**src/logic/posit_pkg.sv**
```systemverilog
package posit_pkg;

  // posit16 with a single exponent bit
  localparam int N              = 16;
  localparam int ES             = 1;

  // total exponent covers the regime and the exponent bit, with headroom for a product
  localparam int TE_BITS        = 7;

  // hidden bit plus the widest fraction a posit16 can carry
  localparam int MANT_SIZE      = 13;

  localparam int FRAC_FULL_SIZE = 28;  // fraction width seen by the encoder

  typedef logic [N-1:0] posit_t;

  typedef logic signed [TE_BITS-1:0] exponent_t;

endpackage

```
**src/logic/ppu_pkg.sv**
```systemverilog
package ppu_pkg;

  import posit_pkg::*;

  typedef enum logic [1:0] {
    ADD = 2'b00,
    SUB = 2'b01,
    MUL = 2'b10
  } operation_e;

  // decoded posit, one field per component
  typedef struct packed {
    logic                   sign;
    exponent_t              total_exponent;
    logic [MANT_SIZE-1:0]   mant;            // hidden bit on top
    logic                   is_zero;
    logic                   is_nar;
  } fir_t;

  // carry, hidden bit, fraction and one guard bit
  localparam int MANT_ADD_RESULT_SIZE = MANT_SIZE + 2;

  // full product, two integer bits on top
  localparam int MANT_MUL_RESULT_SIZE = 2 * MANT_SIZE;

endpackage

```
**src/logic/core_add_sub.sv**
```systemverilog
`timescale 1ns/1ps

module core_add_sub (
  input  logic                                        clk_i,
  input  logic                                        reset_i,
  input  logic                                        advance_i,
  input  logic                                        sub_i,
  input  ppu_pkg::fir_t                               fir1_i,
  input  ppu_pkg::fir_t                               fir2_i,
  output logic                                        sign_o,
  output posit_pkg::exponent_t                        te_o,
  output logic [ppu_pkg::MANT_ADD_RESULT_SIZE-1:0]    mant_o,
  output logic                                        frac_truncated_o
);

  import posit_pkg::*;
  import ppu_pkg::*;

  logic                                     sign2, swap, eff_sub, far;
  logic                                     big_sign, small_sign;
  exponent_t                                big_te, small_te, te_next, lz;
  logic [MANT_SIZE-1:0]                     big_mant, small_mant;
  logic [TE_BITS:0]                         diff;
  logic [MANT_ADD_RESULT_SIZE+MANT_SIZE:0]  wide;
  logic [MANT_ADD_RESULT_SIZE:0]            big_al, small_al;
  logic                                     small_sticky, lz_done;
  logic [MANT_ADD_RESULT_SIZE+1:0]          sum, norm;

  always_comb begin
    sign2 = fir2_i.sign ^ sub_i;
    swap  = (fir2_i.total_exponent > fir1_i.total_exponent) ||
            (fir2_i.total_exponent == fir1_i.total_exponent && fir2_i.mant > fir1_i.mant);

    big_sign   = swap ? sign2 : fir1_i.sign;
    big_te     = swap ? fir2_i.total_exponent : fir1_i.total_exponent;
    big_mant   = swap ? fir2_i.mant : fir1_i.mant;
    small_sign = swap ? fir1_i.sign : sign2;
    small_te   = swap ? fir1_i.total_exponent : fir2_i.total_exponent;
    small_mant = swap ? fir1_i.mant : fir2_i.mant;
    eff_sub    = big_sign ^ small_sign;

    diff = {big_te[TE_BITS-1], big_te} - {small_te[TE_BITS-1], small_te};

    // the bits that fall below the guard and round positions collapse into a sticky bit
    wide         = {1'b0, small_mant, 2'b00, {MANT_SIZE{1'b0}}} >> diff;
    far          = diff >= (MANT_ADD_RESULT_SIZE + MANT_SIZE);
    small_sticky = far ? |small_mant : |wide[MANT_SIZE-1:0];
    small_al     = wide[MANT_ADD_RESULT_SIZE+MANT_SIZE -: MANT_ADD_RESULT_SIZE+1];
    big_al       = {1'b0, big_mant, 2'b00};

    sum = eff_sub ? {big_al, 1'b0} - {small_al, small_sticky}
                  : {big_al, 1'b0} + {small_al, small_sticky};

    lz      = '0;
    lz_done = 1'b0;
    for (int i = MANT_ADD_RESULT_SIZE; i >= 0; i--) begin
      if (!lz_done && !sum[i]) begin
        lz = lz + 1;
      end else begin
        lz_done = 1'b1;
      end
    end

    if (sum[MANT_ADD_RESULT_SIZE+1]) begin
      norm    = {1'b0, sum[MANT_ADD_RESULT_SIZE+1:2], |sum[1:0]};  // carry out, shift right once
      te_next = big_te + 1;
    end else begin
      norm    = sum << lz;
      te_next = big_te - lz;
    end
  end

  always_ff @(posedge clk_i) begin
    if (reset_i) begin
      sign_o           <= 1'b0;
      te_o             <= '0;
      mant_o           <= '0;
      frac_truncated_o <= 1'b0;
    end else if (advance_i) begin
      sign_o           <= big_sign;
      te_o             <= te_next;
      mant_o           <= norm[MANT_ADD_RESULT_SIZE+1:2];
      frac_truncated_o <= |norm[1:0];
    end
  end

endmodule

```
**src/logic/core_mul.sv**
```systemverilog
`timescale 1ns/1ps

module core_mul (
  input  logic                                        clk_i,
  input  logic                                        reset_i,
  input  logic                                        advance_i,
  input  ppu_pkg::fir_t                               fir1_i,
  input  ppu_pkg::fir_t                               fir2_i,
  output logic                                        sign_o,
  output posit_pkg::exponent_t                        te_o,
  output logic [ppu_pkg::MANT_MUL_RESULT_SIZE-1:0]    mant_o,
  output logic                                        frac_truncated_o
);

  import posit_pkg::*;
  import ppu_pkg::*;

  logic [MANT_MUL_RESULT_SIZE-1:0] prod;
  logic [MANT_MUL_RESULT_SIZE-1:0] mant_next;
  exponent_t                       te_next;
  logic                            trunc_next;

  always_comb begin
    prod = fir1_i.mant * fir2_i.mant;

    // both mantissas lie in [1,2) so the product needs at most one right shift
    if (prod[MANT_MUL_RESULT_SIZE-1]) begin
      mant_next  = prod >> 1;
      trunc_next = prod[0];
      te_next    = fir1_i.total_exponent + fir2_i.total_exponent + 1;
    end else begin
      mant_next  = prod;
      trunc_next = 1'b0;
      te_next    = fir1_i.total_exponent + fir2_i.total_exponent;
    end
  end

  always_ff @(posedge clk_i) begin
    if (reset_i) begin
      sign_o           <= 1'b0;
      te_o             <= '0;
      mant_o           <= '0;
      frac_truncated_o <= 1'b0;
    end else if (advance_i) begin
      sign_o           <= fir1_i.sign ^ fir2_i.sign;
      te_o             <= te_next;
      mant_o           <= mant_next;
      frac_truncated_o <= trunc_next;
    end
  end

endmodule

```
**src/logic/core_op.sv**
```systemverilog
`timescale 1ns/1ps

module core_op (
  input  logic                                  clk_i,
  input  logic                                  reset_i,
  input  logic                                  valid_i,
  output logic                                  ready_o,
  input  ppu_pkg::operation_e                   op_i,
  input  ppu_pkg::fir_t                         fir1_i,
  input  ppu_pkg::fir_t                         fir2_i,
  output logic                                  valid_o,
  input  logic                                  ready_i,
  output logic                                  sign_o,
  output posit_pkg::exponent_t                  te_o,
  output logic [posit_pkg::FRAC_FULL_SIZE-1:0]  frac_o,
  output logic                                  sticky_o,
  output logic                                  nar_o,
  output logic                                  zero_o
);

  import posit_pkg::*;
  import ppu_pkg::*;

  logic                            valid_q, advance;
  operation_e                      op_q;
  logic                            nar_q, zero_q, zero_res;
  logic                            sign_add, sign_mul, trunc_add, trunc_mul;
  exponent_t                       te_add, te_mul;
  logic [MANT_ADD_RESULT_SIZE-1:0] mant_add;
  logic [MANT_MUL_RESULT_SIZE-1:0] mant_mul;
  logic [FRAC_FULL_SIZE-1:0]       frac_sel;

  assign ready_o = !valid_q || ready_i;
  assign advance = valid_i && ready_o;
  assign valid_o = valid_q;

  always_ff @(posedge clk_i) begin
    if (reset_i) begin
      valid_q <= 1'b0;
    end else if (ready_o) begin
      valid_q <= valid_i;
    end
  end

  // operation and special flags travel with the unit results
  always_ff @(posedge clk_i) begin
    if (advance) begin
      op_q   <= op_i;
      nar_q  <= fir1_i.is_nar || fir2_i.is_nar;
      zero_q <= fir1_i.is_zero || fir2_i.is_zero;
    end
  end

  // zero operands reach the adder with an empty mantissa, so the other one passes through
  core_add_sub u_add_sub (
    .clk_i            (clk_i),
    .reset_i          (reset_i),
    .advance_i        (advance),
    .sub_i            (op_i == SUB),
    .fir1_i           (fir1_i),
    .fir2_i           (fir2_i),
    .sign_o           (sign_add),
    .te_o             (te_add),
    .mant_o           (mant_add),
    .frac_truncated_o (trunc_add)
  );

  core_mul u_mul (
    .clk_i            (clk_i),
    .reset_i          (reset_i),
    .advance_i        (advance),
    .fir1_i           (fir1_i),
    .fir2_i           (fir2_i),
    .sign_o           (sign_mul),
    .te_o             (te_mul),
    .mant_o           (mant_mul),
    .frac_truncated_o (trunc_mul)
  );

  always_comb begin
    if (op_q == MUL) begin
      sign_o   = sign_mul;
      te_o     = te_mul;
      frac_sel = {mant_mul, {(FRAC_FULL_SIZE - MANT_MUL_RESULT_SIZE){1'b0}}};
      sticky_o = trunc_mul;
      zero_res = zero_q;
    end else begin
      sign_o   = sign_add;
      te_o     = te_add;
      frac_sel = {mant_add, {(FRAC_FULL_SIZE - MANT_ADD_RESULT_SIZE){1'b0}}};
      sticky_o = trunc_add;
      zero_res = mant_add == '0;  // exact cancellation or two zero operands
    end
  end

  assign frac_o = frac_sel << 2;  // the two integer bits go, the hidden bit is implied
  assign nar_o  = nar_q;
  assign zero_o = zero_res && !nar_q;

  // a stalled result must not move until the encoder takes it
  a_hold_under_stall: assert property (
    @(posedge clk_i) disable iff (reset_i)
    valid_o && !ready_i |=> valid_o && $stable({sign_o, te_o, frac_o, sticky_o, nar_o, zero_o})
  );

endmodule

```
**src/logic/posit_decode.sv**
```systemverilog
`timescale 1ns/1ps

module posit_decode (
  input  posit_pkg::posit_t posit_i,
  output ppu_pkg::fir_t     fir_o
);

  import posit_pkg::*;
  import ppu_pkg::*;

  logic                     sign;
  posit_t                   mag;
  logic [N-2:0]             body;
  logic [N-2:0]             rem;
  logic [$clog2(N)-1:0]     run;
  logic                     run_done;
  logic signed [TE_BITS-2:0] run_ext;
  logic signed [TE_BITS-2:0] k;
  fir_t                     fir;

  always_comb begin
    sign = posit_i[N-1];
    mag  = sign ? -posit_i : posit_i;  // negative posits are stored in two's complement
    body = mag[N-2:0];

    // length of the regime run, measured from the bit after the sign
    run      = '0;
    run_done = 1'b0;
    for (int i = N - 2; i >= 0; i--) begin
      if (!run_done && body[i] == body[N-2]) begin
        run = run + 1'b1;
      end else begin
        run_done = 1'b1;
      end
    end

    run_ext = (TE_BITS-1)'(run);
    k       = body[N-2] ? run_ext - (TE_BITS-1)'(1) : -run_ext;

    // drop the regime run and its terminating bit
    rem = (body << run) << 1;

    fir.sign           = sign;
    fir.total_exponent = {k, rem[N-2]};  // regime times two plus the exponent bit
    fir.mant           = {1'b1, rem[N-3 -: MANT_SIZE-1]};
    fir.is_zero        = posit_i == '0;
    fir.is_nar         = posit_i == {1'b1, {(N-1){1'b0}}};

    // a zero gets an empty mantissa and the lowest exponent so it never wins an alignment
    if (fir.is_zero || fir.is_nar) begin
      fir.sign           = 1'b0;
      fir.total_exponent = {1'b1, {(TE_BITS-1){1'b0}}};
      fir.mant           = '0;
    end
  end

  assign fir_o = fir;

endmodule

```
**src/logic/posit_encode.sv**
```systemverilog
`timescale 1ns/1ps

module posit_encode (
  input  logic                                  clk_i,
  input  logic                                  reset_i,
  input  logic                                  valid_i,
  output logic                                  ready_o,
  input  logic                                  sign_i,
  input  posit_pkg::exponent_t                  te_i,
  input  logic [posit_pkg::FRAC_FULL_SIZE-1:0]  frac_i,
  input  logic                                  sticky_i,
  input  logic                                  nar_i,
  input  logic                                  zero_i,
  output logic                                  valid_o,
  input  logic                                  ready_i,
  output posit_pkg::posit_t                     result_o
);

  import posit_pkg::*;

  exponent_t                     k;
  logic [TE_BITS-1:0]            shamt;
  logic [N+ES+FRAC_FULL_SIZE:0]  v, v_sh;
  logic [N-2:0]                  body, body_r;
  logic                          guard, rest, round_up;
  posit_t                        result_next, result_q;
  logic                          valid_q;

  always_comb begin
    k     = te_i >>> ES;
    shamt = k[TE_BITS-1] ? ~k : k;  // run length minus one

    // the arithmetic shift stretches the regime: ones for k >= 0, zeros below
    v    = {~k[TE_BITS-1], k[TE_BITS-1], te_i[ES-1:0], frac_i, {(N-1){1'b0}}};
    v_sh = $signed(v) >>> shamt;

    body     = v_sh[N+ES+FRAC_FULL_SIZE -: N-1];
    guard    = v_sh[ES+FRAC_FULL_SIZE+1];
    rest     = |v_sh[ES+FRAC_FULL_SIZE:0] || sticky_i;
    round_up = guard && (body[0] || rest);
    body_r   = body + round_up;

    // saturate so that a finite nonzero value never turns into zero or NaR
    if (k >= N - 2) begin
      body_r = '1;
    end else if (k < -(N - 2)) begin
      body_r = {{(N-2){1'b0}}, 1'b1};
    end

    result_next = sign_i ? -{1'b0, body_r} : {1'b0, body_r};
    if (nar_i) begin
      result_next = {1'b1, {(N-1){1'b0}}};
    end else if (zero_i) begin
      result_next = '0;
    end
  end

  assign ready_o  = !valid_q || ready_i;
  assign valid_o  = valid_q;
  assign result_o = result_q;

  always_ff @(posedge clk_i) begin
    if (reset_i) begin
      valid_q <= 1'b0;
    end else if (ready_o) begin
      valid_q <= valid_i;
    end
  end

  always_ff @(posedge clk_i) begin
    if (valid_i && ready_o) begin
      result_q <= result_next;
    end
  end

  // a finite nonzero item never comes out as zero or NaR
  a_nonzero_not_zero_or_nar: assert property (
    @(posedge clk_i) disable iff (reset_i)
    valid_i && ready_o && !nar_i && !zero_i |=>
      result_o != '0 && result_o != {1'b1, {(N-1){1'b0}}}
  );

endmodule

```
**src/logic/ppu_top.sv**
```systemverilog
`timescale 1ns/1ps

module ppu_top (
  input  logic                clk_i,
  input  logic                reset_i,
  input  logic                valid_i,
  output logic                ready_o,
  input  ppu_pkg::operation_e op_i,
  input  posit_pkg::posit_t   posit_a_i,
  input  posit_pkg::posit_t   posit_b_i,
  output logic                valid_o,
  input  logic                ready_i,
  output posit_pkg::posit_t   result_o
);

  import posit_pkg::*;
  import ppu_pkg::*;

  fir_t                      fir_a, fir_b;
  logic                      s1_valid, s1_ready;
  logic                      s1_sign, s1_sticky, s1_nar, s1_zero;
  exponent_t                 s1_te;
  logic [FRAC_FULL_SIZE-1:0] s1_frac;

  posit_decode u_decode_a (
    .posit_i (posit_a_i),
    .fir_o   (fir_a)
  );

  posit_decode u_decode_b (
    .posit_i (posit_b_i),
    .fir_o   (fir_b)
  );

  core_op u_core_op (
    .clk_i    (clk_i),
    .reset_i  (reset_i),
    .valid_i  (valid_i),
    .ready_o  (ready_o),
    .op_i     (op_i),
    .fir1_i   (fir_a),
    .fir2_i   (fir_b),
    .valid_o  (s1_valid),
    .ready_i  (s1_ready),
    .sign_o   (s1_sign),
    .te_o     (s1_te),
    .frac_o   (s1_frac),
    .sticky_o (s1_sticky),
    .nar_o    (s1_nar),
    .zero_o   (s1_zero)
  );

  posit_encode u_encode (
    .clk_i    (clk_i),
    .reset_i  (reset_i),
    .valid_i  (s1_valid),
    .ready_o  (s1_ready),
    .sign_i   (s1_sign),
    .te_i     (s1_te),
    .frac_i   (s1_frac),
    .sticky_i (s1_sticky),
    .nar_i    (s1_nar),
    .zero_i   (s1_zero),
    .valid_o  (valid_o),
    .ready_i  (ready_i),
    .result_o (result_o)
  );

endmodule

```
**config.mk**
```make
export PLATFORM = sky130hd
export DESIGN_NAME = ppu_top
export DESIGN_NICKNAME = d
export VERILOG_FILES = /design/src/logic/posit_pkg.sv /design/src/logic/ppu_pkg.sv /design/src/logic/core_add_sub.sv /design/src/logic/core_mul.sv /design/src/logic/core_op.sv /design/src/logic/posit_decode.sv /design/src/logic/posit_encode.sv /design/src/logic/ppu_top.sv
export SDC_FILE = /design/constraint.sdc
export NUM_CORES = 1
export LEC_CHECK = 0
export BUFFER_PORTS_ARGS = -buffer_cell sky130_fd_sc_hd__buf_2
export CAP_MARGIN = 15
export CORE_ASPECT_RATIO = 1.2
export CORE_MARGIN = 2
export CORE_UTILIZATION = 55
export DETAILED_ROUTE_END_ITERATION = 16
export HOLD_SLACK_MARGIN = 0.08
export MAX_ROUTING_LAYER = met4
export PLACE_DENSITY = 0.77
export SETUP_SLACK_MARGIN = 0.05
export SLEW_MARGIN = 20
export SYNTH_ARGS = -nofsm -noshare
export SYNTH_HDL_FRONTEND = slang
export SYNTH_SLANG_ARGS = --single-unit
export TNS_END_PERCENT = 30
```
**constraint.sdc**
```tcl
create_clock -name clk_i -period 44.7 [get_ports clk_i]
set_input_delay 8.94 -clock clk_i [delete_from_list [all_inputs] [get_ports clk_i]]
set_output_delay 8.94 -clock clk_i [all_outputs]
set_load 0.01 [all_outputs]
```
Word level (Yosys, flattened, before mapping)
Index checks and enable logic that the tools add are counted.
Widths: inputs -> output; s select.
Cells by class
  $add $sub $neg: 57
  multipliers: 1
  $lt $le $gt $ge: 5
  equal/unequal tests: 33
  shifts and indexed selects: 5
  multiplexer cells: 114
  bitwise logic cells: 5
  reduce and logical (&&, ||, !) cells: 121
Operators with widths (count)
  $mux 7: 20
  $add 7x2->7 const B: 16
  $add 4x1->4 const B: 26
  $mux 4: 26
  $mux 15: 4
  $logic_not 1->1: 57
  $mux 1: 49
  $logic_and 1x1->1: 46
  $sshr 46x7->46: 1
  $mux 21: 2
  $mux 17: 2
  $eq 16x16->1 const B: 2
  $logic_not 16->1: 2
  $mux 16: 2
  $neg 15->15: 2
  $reduce_or 30->1: 1
  $shl 15x4->14: 2
  $shr 28x8->29: 1
  $eq 1x1->1: 28
  $mul 13x13->26: 1
  $mux 13: 2
  $mux 26: 1
  $reduce_or 13->1: 2
  $mux 24: 1
  other kinds (27): 45
Storage, ports and cells
  flip-flop bits (word level): 79
  input bits: 38
  output and inout port bits: 18
  word-level logic and storage cells: 356

Depth between registers and ports, before layout
Gate-level depths: netlist of the first run.
  depth after elaboration: 102
  mapped depth: 137
  mapped depth without buffers: 129

Modules after synthesis
A second synthesis of the first run with hierarchy kept.
Unflattened totals
  cells, all modules: 3573
  area total of the unflattened synthesis: 27023.4 um^2
By module, submodules not included
  core_add_sub: times used 1, cells an instance 1235, area each 8699.6 um^2, seq. area each 480.5 um^2
  core_mul: times used 1, cells an instance 910, area each 7449.6 um^2, seq. area each 680.7 um^2
  posit_decode: times used 2, cells an instance 383, area each 2680.1 um^2, seq. area each 0.0 um^2
  posit_encode: times used 1, cells an instance 600, area each 4815.9 um^2, seq. area each 500.5 um^2
  core_op: times used 1, cells an instance 62, area each 698.2 um^2, seq. area each 140.1 um^2

Worst setup path before layout of the first run
No wires, ideal clock.
  kind: input -> register
  start point: input posit_a_i[0]
  end point: register u_core_op.u_add_sub.te_o[6]
  setup time: 86 ps
  data arrival time: 33563 ps
  required time: 44614 ps
  slack: 11051 ps
  stages on the path: 129
  buffers on the path: 8
  path through: clkinv_1 -> ha_1 -> or4b_1 -> o41a_4 -> xor2_2 -> nand4_1 -> o22a_1 -> buf_6 -> a21o_1 -> nand2_1 -> ha_1 -> o31a_1 -> ha_1 -> o21ai_0 -> ha_1 -> o21ai_0 -> ha_1 -> nand2_1 -> [... 93 more ...] -> ha_1 -> mux2_2 -> mux2_2 -> inv_1 -> buf_2 -> buf_1 -> ha_1 -> xnor2_1 -> nor2_1 -> ha_1 -> nor2b_1 -> o21ai_0 -> nand2b_1 -> a21o_1 -> a21oi_1 -> xnor2_1 -> xnor2_1 -> a211oi_1
On the way
  longest elaborated chain between the ends: 101
  elaborated cells between the ends (all ways): 204
  those cells by class: add/sub: 36; order compare: 3; eq/ne: 16; shift: 2; mux: 70; bitwise: 1; reduce/logical: 76
Ends and longest elaborated chain
  start: declaration: line ppu_top.sv:9  | input posit_pkg::posit_t posit_a_i,
  branches (longest 43 deep; another with $neg 15->15)
  $mux 21 *: line posit_decode.sv:50  | if (fir.is_zero || fir.is_nar) begin
  branches (longest 56 deep; another with $add 16x17->17)
  $mux 7 *: line core_add_sub.sv:64  | if (sum[MANT_ADD_RESULT_SIZE+1]) begin
  end signal: assignment: line core_add_sub.sv:81  | te_o <= te_next;
  end: declaration: line core_add_sub.sv:11  | output posit_pkg::exponent_t te_o,
Every way passes the cells marked *.
A chain may end at the register's enable or synchronous reset.

Worst setup path in the final report of the first run
Ends and elaborated chain as after synthesis.

==> results of run 1 <==
area by class of cell:
type	count	area, sq um	area share (%)
multi-input combinational	2761	20700	82.2
sequential	79	1780	7.07
inverter	282	1060	4.20
tap	559	699	2.78
timing repair buffer	106	658	2.61
clock buffer	9	225	0.894
clock inverter	7	68.8	0.273
metal layers:
layer | routed length, microns | vias up | track usage, % | share of wire (%)
met5 | 0 | - | - | 0
met4 | 4290 | 0 | 17.5 | 5.3
met3 | 4660 | 287 | 3.01 | 5.8
met2 | 39400 | 1086 | 61.4 | 49
met1 | 32200 | 12000 | 41.9 | 40
li1 | - | 11700 | - | -
cell families (layout without fill, tap and decap cells):
| group | count (synthesis) | in the layout | share of synthesized area (%) |
|---|---|---|---|
| simple gates | 1264 | 1264 | 25.3 |
| compound gates | 810 | 810 | 23.8 |
| buf+inv | 451 | 404 | 7.36 |
| fa+ha+maj | 316 | 316 | 20.2 |
| mux | 217 | 217 | 9.66 |
| xor+xnor | 154 | 154 | 6.37 |
| flops | 79 | 79 | 7.36 |
worst register-to-register path, delay by kind of cell, from the launching register on:
family                     cells  cell delay, ns
buffers and inverters          3            0.77
AOI/OAI and AO/OA              3            0.47
and+or+nand+nor               10            3.25
adders and majority gates      2            0.85
muxes                          4            1.13
DFF                            1            0.48
Yosys cell counts, drive strengths merged, types with 11 or more instances:
master,n
clkbuf,119
a22oi,16
mux2i,172
nand4,41
o21ai,152
o22ai,24
nand3,96
xnor2,105
a21oi,184
mux2,40
nor2,364
a31oi,30
clkinv,11
a311oi,17
nand2,377
inv,271
o31ai,18
or4,21
nor3b,12
xor2,40
edfxtp,20
fa,125
nor2b,22
o211ai,45
or3,37
and3,33
o21bai,32
o21a,23
a211oi,83
a21o,22
nand2b,21
nor3,93
ha,186
and2,35
a211o,18
buf,50
nor4,43
dfxtp,59
or2,28
metrics by stage:
step	hold WS (ns)	setup WS, ns	utilization [%]	area [sq um]
floorplan	0.428	11.05	-	24200
global placement	0.440	8.64	57.1	24900
detailed placement	0.447	7.67	57.1	24900
CTS	0.455	7.98	57.7	25200
global route	0.474	5.69	57.8	25200
finish	0.456	7.41	57.8	25200
path summary, 6_finish.rpt:
check / from / to / slack [ns]
setup / recovery: posit_a_i[0] / u_core_op.u_add_sub.te_o[6] / 7.41
hold / removal: u_core_op.u_add_sub.te_o[5] / u_core_op.u_add_sub.te_o[5] / 0.46
hold reg to reg: u_core_op.u_add_sub.te_o[5] / u_core_op.u_add_sub.te_o[5] / 0.46
setup reg to reg: u_core_op.op_q[0] / u_encode.result_o[15] / 37.51
state kept, by name (all words and copies together) (netlist names):
signal,cells
u_encode.valid_o,1
u_core_op.op_q,2
u_core_op.nar_o,1
u_core_op.zero_q,1
u_core_op.u_add_sub.mant_o,15
u_core_op.u_mul.sign_o,1
u_core_op.u_add_sub.sign_o,1
u_core_op.valid_o,1
u_core_op.u_mul.frac_truncated_o,1
u_core_op.u_add_sub.te_o,7
u_core_op.u_mul.mant_o,24
u_core_op.u_mul.te_o,7
u_encode.result_o,16
u_core_op.u_add_sub.frac_truncated_o,1
==> impl_metrics.toml, run 1 <==
[clocking]
clk_pin_slew_worst_paths_ns = 0.06
postCtsHoldBufs = 0
cts_buffer_depth = 2
cts_tree = "built"
cts_buffers = 9
cts_resized = 0
cts_setup_buffers = 0
clk_latency_ns = 0.34
clock-root-buffer = "clkbuf_16"
cts_num_sinks = 79
htreeDepth = 3

[finish]
nFillCells = 4126
n_antenna_cell = 0
final_cell_mix = "nand2_1 (376), nor2_1 (357), inv_1 (266), ha_1 (186), a21oi_1 (181)"
final_common_cell = "nand2_1"
area_delta_synth_final_pct = 4.11
drive_gt1_share_pct = 8.97
stdcell_count = 3803
nNetsFinal = 3588

[flow_run]
maxCapViolCount = 0

[yosys]
synth-main-ff-cell = "dfxtp_1"
synth-async-reset-ratio_pct = 0
synth.net_count = 3640
syn_avg_cell_area_sq_um = 7.35
yosysTopAreaCellShare_pct = 10.3
yosys-top-cells-area = "fa_1 (10%), ha_1 (9.6%), mux2i_1 (6.9%), nand2_1 (5.8%), nor2_1 (5.6%)"
synthesis.area_sq_um = 24200
yosysSeqAreaShare_pct = 7.36
synth_area_leader_cell = "fa_1"
ys_warn_count = 0
synth_edf_count = 20
ys_types = 134
synth-seq-cells = 79
syn_inst = 3291

[sta]
relSlewSlack_pct = 27.3
setup_tns_ns = 0
rsz0062_at_grt = "no"
fin_skew_ns = 0.00839
tightest_slew_ns = 1.09
clock.fmax_mhz = 26.8
period_needed_ns = 37.29
setup_viol = 0
hold_violations = 0
final_max_slew_viol_count = 0
post-route-period-util_pct = 83.4

[drt]
final_antenna_net_count = 0
drt_iter0_drc = 2137
finalWirelength_mm = 80.6
routedWlPerCell_microns = 21.2
via_count = 25100
drc = 0
vias_per_cell = 6.60
dr.pass1.iters = 9

[die]
die_w_microns = 195
rows = 84
dieArea_sq_um = 45700
die_y_microns = 234
start_util_pct = 55.5
core_area_sq_um = 43600
ios = 56

[worst_setup_path]
cp_slowest_stage_delay_ns = 0.63
slowest_stage = "o21a_1"
reg2reg_depth = 22
critPathRequiredTime_ns = 44.96
critPathLaunchType = "primary input"
worst-setup-path-type = "in2reg"
cp-end-kind = "register"
worstPathArrival_ns = 37.55
worst_path_most_repeated_cell = "ha_1"
cp_max_fo = 20
critPathTopFamily = "compound AO/OA/AOI/OAI gates"
critPathBufInv = 8
cp_num_cells = 123

[hold_path]
hold_class = "reg2reg"
min_path_cells = 2

[placed_design]
port_buffers = 55
dp_hpwl_mm = 64.1
gp_congestion = 1.03
place_inst = 3787

[grt]
track_usage_pct = 35.6
grt_pass1_vias = 24100
overflow = 0
grt_pass1_wl_mm = 128
grt_max_degree = 91
antenna_found_initial = 0

[run_status]
status = "finished, final reports clean"
Power of run 1 is left out: the tool's default activity adds up to more than one toggle a clock period on the data nets, which glitch-free logic cannot reach.
==> run 2: changes to the inputs <==
Clock period 44.7 ns to 36.4 ns, I/O delays scaled along.
==> impl_metrics.toml, run 2 (synthesis results as in run 1) <==
[worst_setup_path]
worst_path_most_repeated_cell = "ha_1"
critPathLaunchType = "primary input"
cp_slowest_stage_delay_ns = 0.56
critPathRequiredTime_ns = 36.58
worst-setup-path-type = "in2reg"
cp-end-kind = "register"
worstPathArrival_ns = 34.60
cp_max_fo = 20
slowest_stage = "or4b_1"

[finish]
drive_gt1_share_pct = 9.40
final_cell_area_sq_um = 25300
area_delta_synth_final_pct = 4.64
n_antenna_cell = 0
largest_register = "u_core_op.u_mul.mant_o"
nNetsFinal = 3598
largest_reg_flops = 24
stdcell_count = 3813
final_common_cell = "nand2_1"
final_cell_mix = "nand2_1 (376), nor2_1 (357), inv_1 (265), ha_1 (185), a21oi_1 (181)"

[sta]
hold_violations = 0
period_needed_ns = 34.42
fin_skew_ns = 0.00978
tightest_slew_ns = 1.18
setup_tns_ns = 0
final_max_slew_viol_count = 0
setup_viol = 0
relSlewSlack_pct = 21.0
finalWorstSetupSlack_ns = 1.98
clock.fmax_mhz = 29.1
post-route-period-util_pct = 94.6
rsz0062_at_grt = "no"

[flow_run]
maxCapViolCount = 0

[die]
die_w_microns = 195
ios = 56
dieArea_sq_um = 45700
core_area_sq_um = 43600
rows = 84
die_y_microns = 234
start_util_pct = 55.5

[drt]
drc = 0
finalWirelength_mm = 79.6
dr.pass1.iters = 7
routedWlPerCell_microns = 20.9
vias_per_cell = 6.62
via_count = 25300
final_antenna_net_count = 0
drt_iter0_drc = 2102

[clocking]
cts_num_sinks = 79
htreeDepth = 3
cts_buffer_depth = 2
clock-root-buffer = "clkbuf_16"
cts_buffers = 9
cts_tree = "built"
clk_pin_slew_worst_paths_ns = 0.06
clk_latency_ns = 0.34

[placed_design]
gp_congestion = 1.04
port_buffers = 55
placed_cell_area_sq_um = 24900
dp_hpwl_mm = 63.3
place_inst = 3793
place_ws_ns = 1.31

[run_status]
status = "finished, final reports clean"

[hold_path]
hold_class = "reg2reg"

[grt]
track_usage_pct = 35.1
antenna_found_initial = 0
grt_pass1_wl_mm = 127
overflow = 0
grt_pass1_vias = 24400
grt_max_degree = 93
-- run 2: cell type report --
cell class	instances	area (sq um)
inverters	282	1060
repair inverters	1	5.00
flip-flops and latches	79	1780
well taps	559	699
multi-input cells	2761	20700
fillers	4113	18300
clock buffers	11	243
repair buffers	115	726
clock inverters	5	56.3
-- run 2: repair_timing --
action	4_1_cts	5_1_grt
hold buffers	0	0
resized for setup	0	9
setup endpoints to repair	0	20
setup buffers	0	3
-- run 2: critical path: cells and delay by family --
kind / cells / cell delay [ns]
AND/OR/NAND/NOR: 27 / 4.12
AO/OA/AOI/OAI: 50 / 9.41
XOR/XNOR: 6 / 1.02
adder cells (fa/ha/maj): 22 / 7.10
buffers and inverters: 12 / 2.21
multiplexers: 14 / 3.45
-- run 2: metal layers --
layer / part of all wire [%] / vias to the layer above / track usage, %
li1: - / 11700 / -
met1: 40 / 12000 / 40.2
met2: 48 / 1142 / 61.0
met3: 6.5 / 330 / 4.06
met4: 5.7 / 0 / 17.8
met5: 0 / - / -
-- run 2: worst paths after layout --
kind | from | end | slack, ns | depth (start not counted)
worst max register to register | u_core_op.op_q[0] | u_encode.result_o[15] | 29.30 | 24
worst min register to register | u_core_op.u_add_sub.te_o[0] | u_core_op.u_add_sub.te_o[0] | 0.45 | 2
worst max-delay path | posit_a_i[0] | u_core_op.u_add_sub.te_o[6] | 1.98 | 131
worst min-delay path | u_core_op.u_add_sub.te_o[0] | u_core_op.u_add_sub.te_o[0] | 0.45 | 2
-- run 2: through the flow --
stage	hold WS, ns	utilization, %
after detailed placement	0.447	57.2
final	0.455	58.0
after floorplan	0.428	-
after global placement	0.439	57.2
after CTS	0.455	57.9
after global routing	0.483	58.0
Power of run 2 is left out for the same reason.
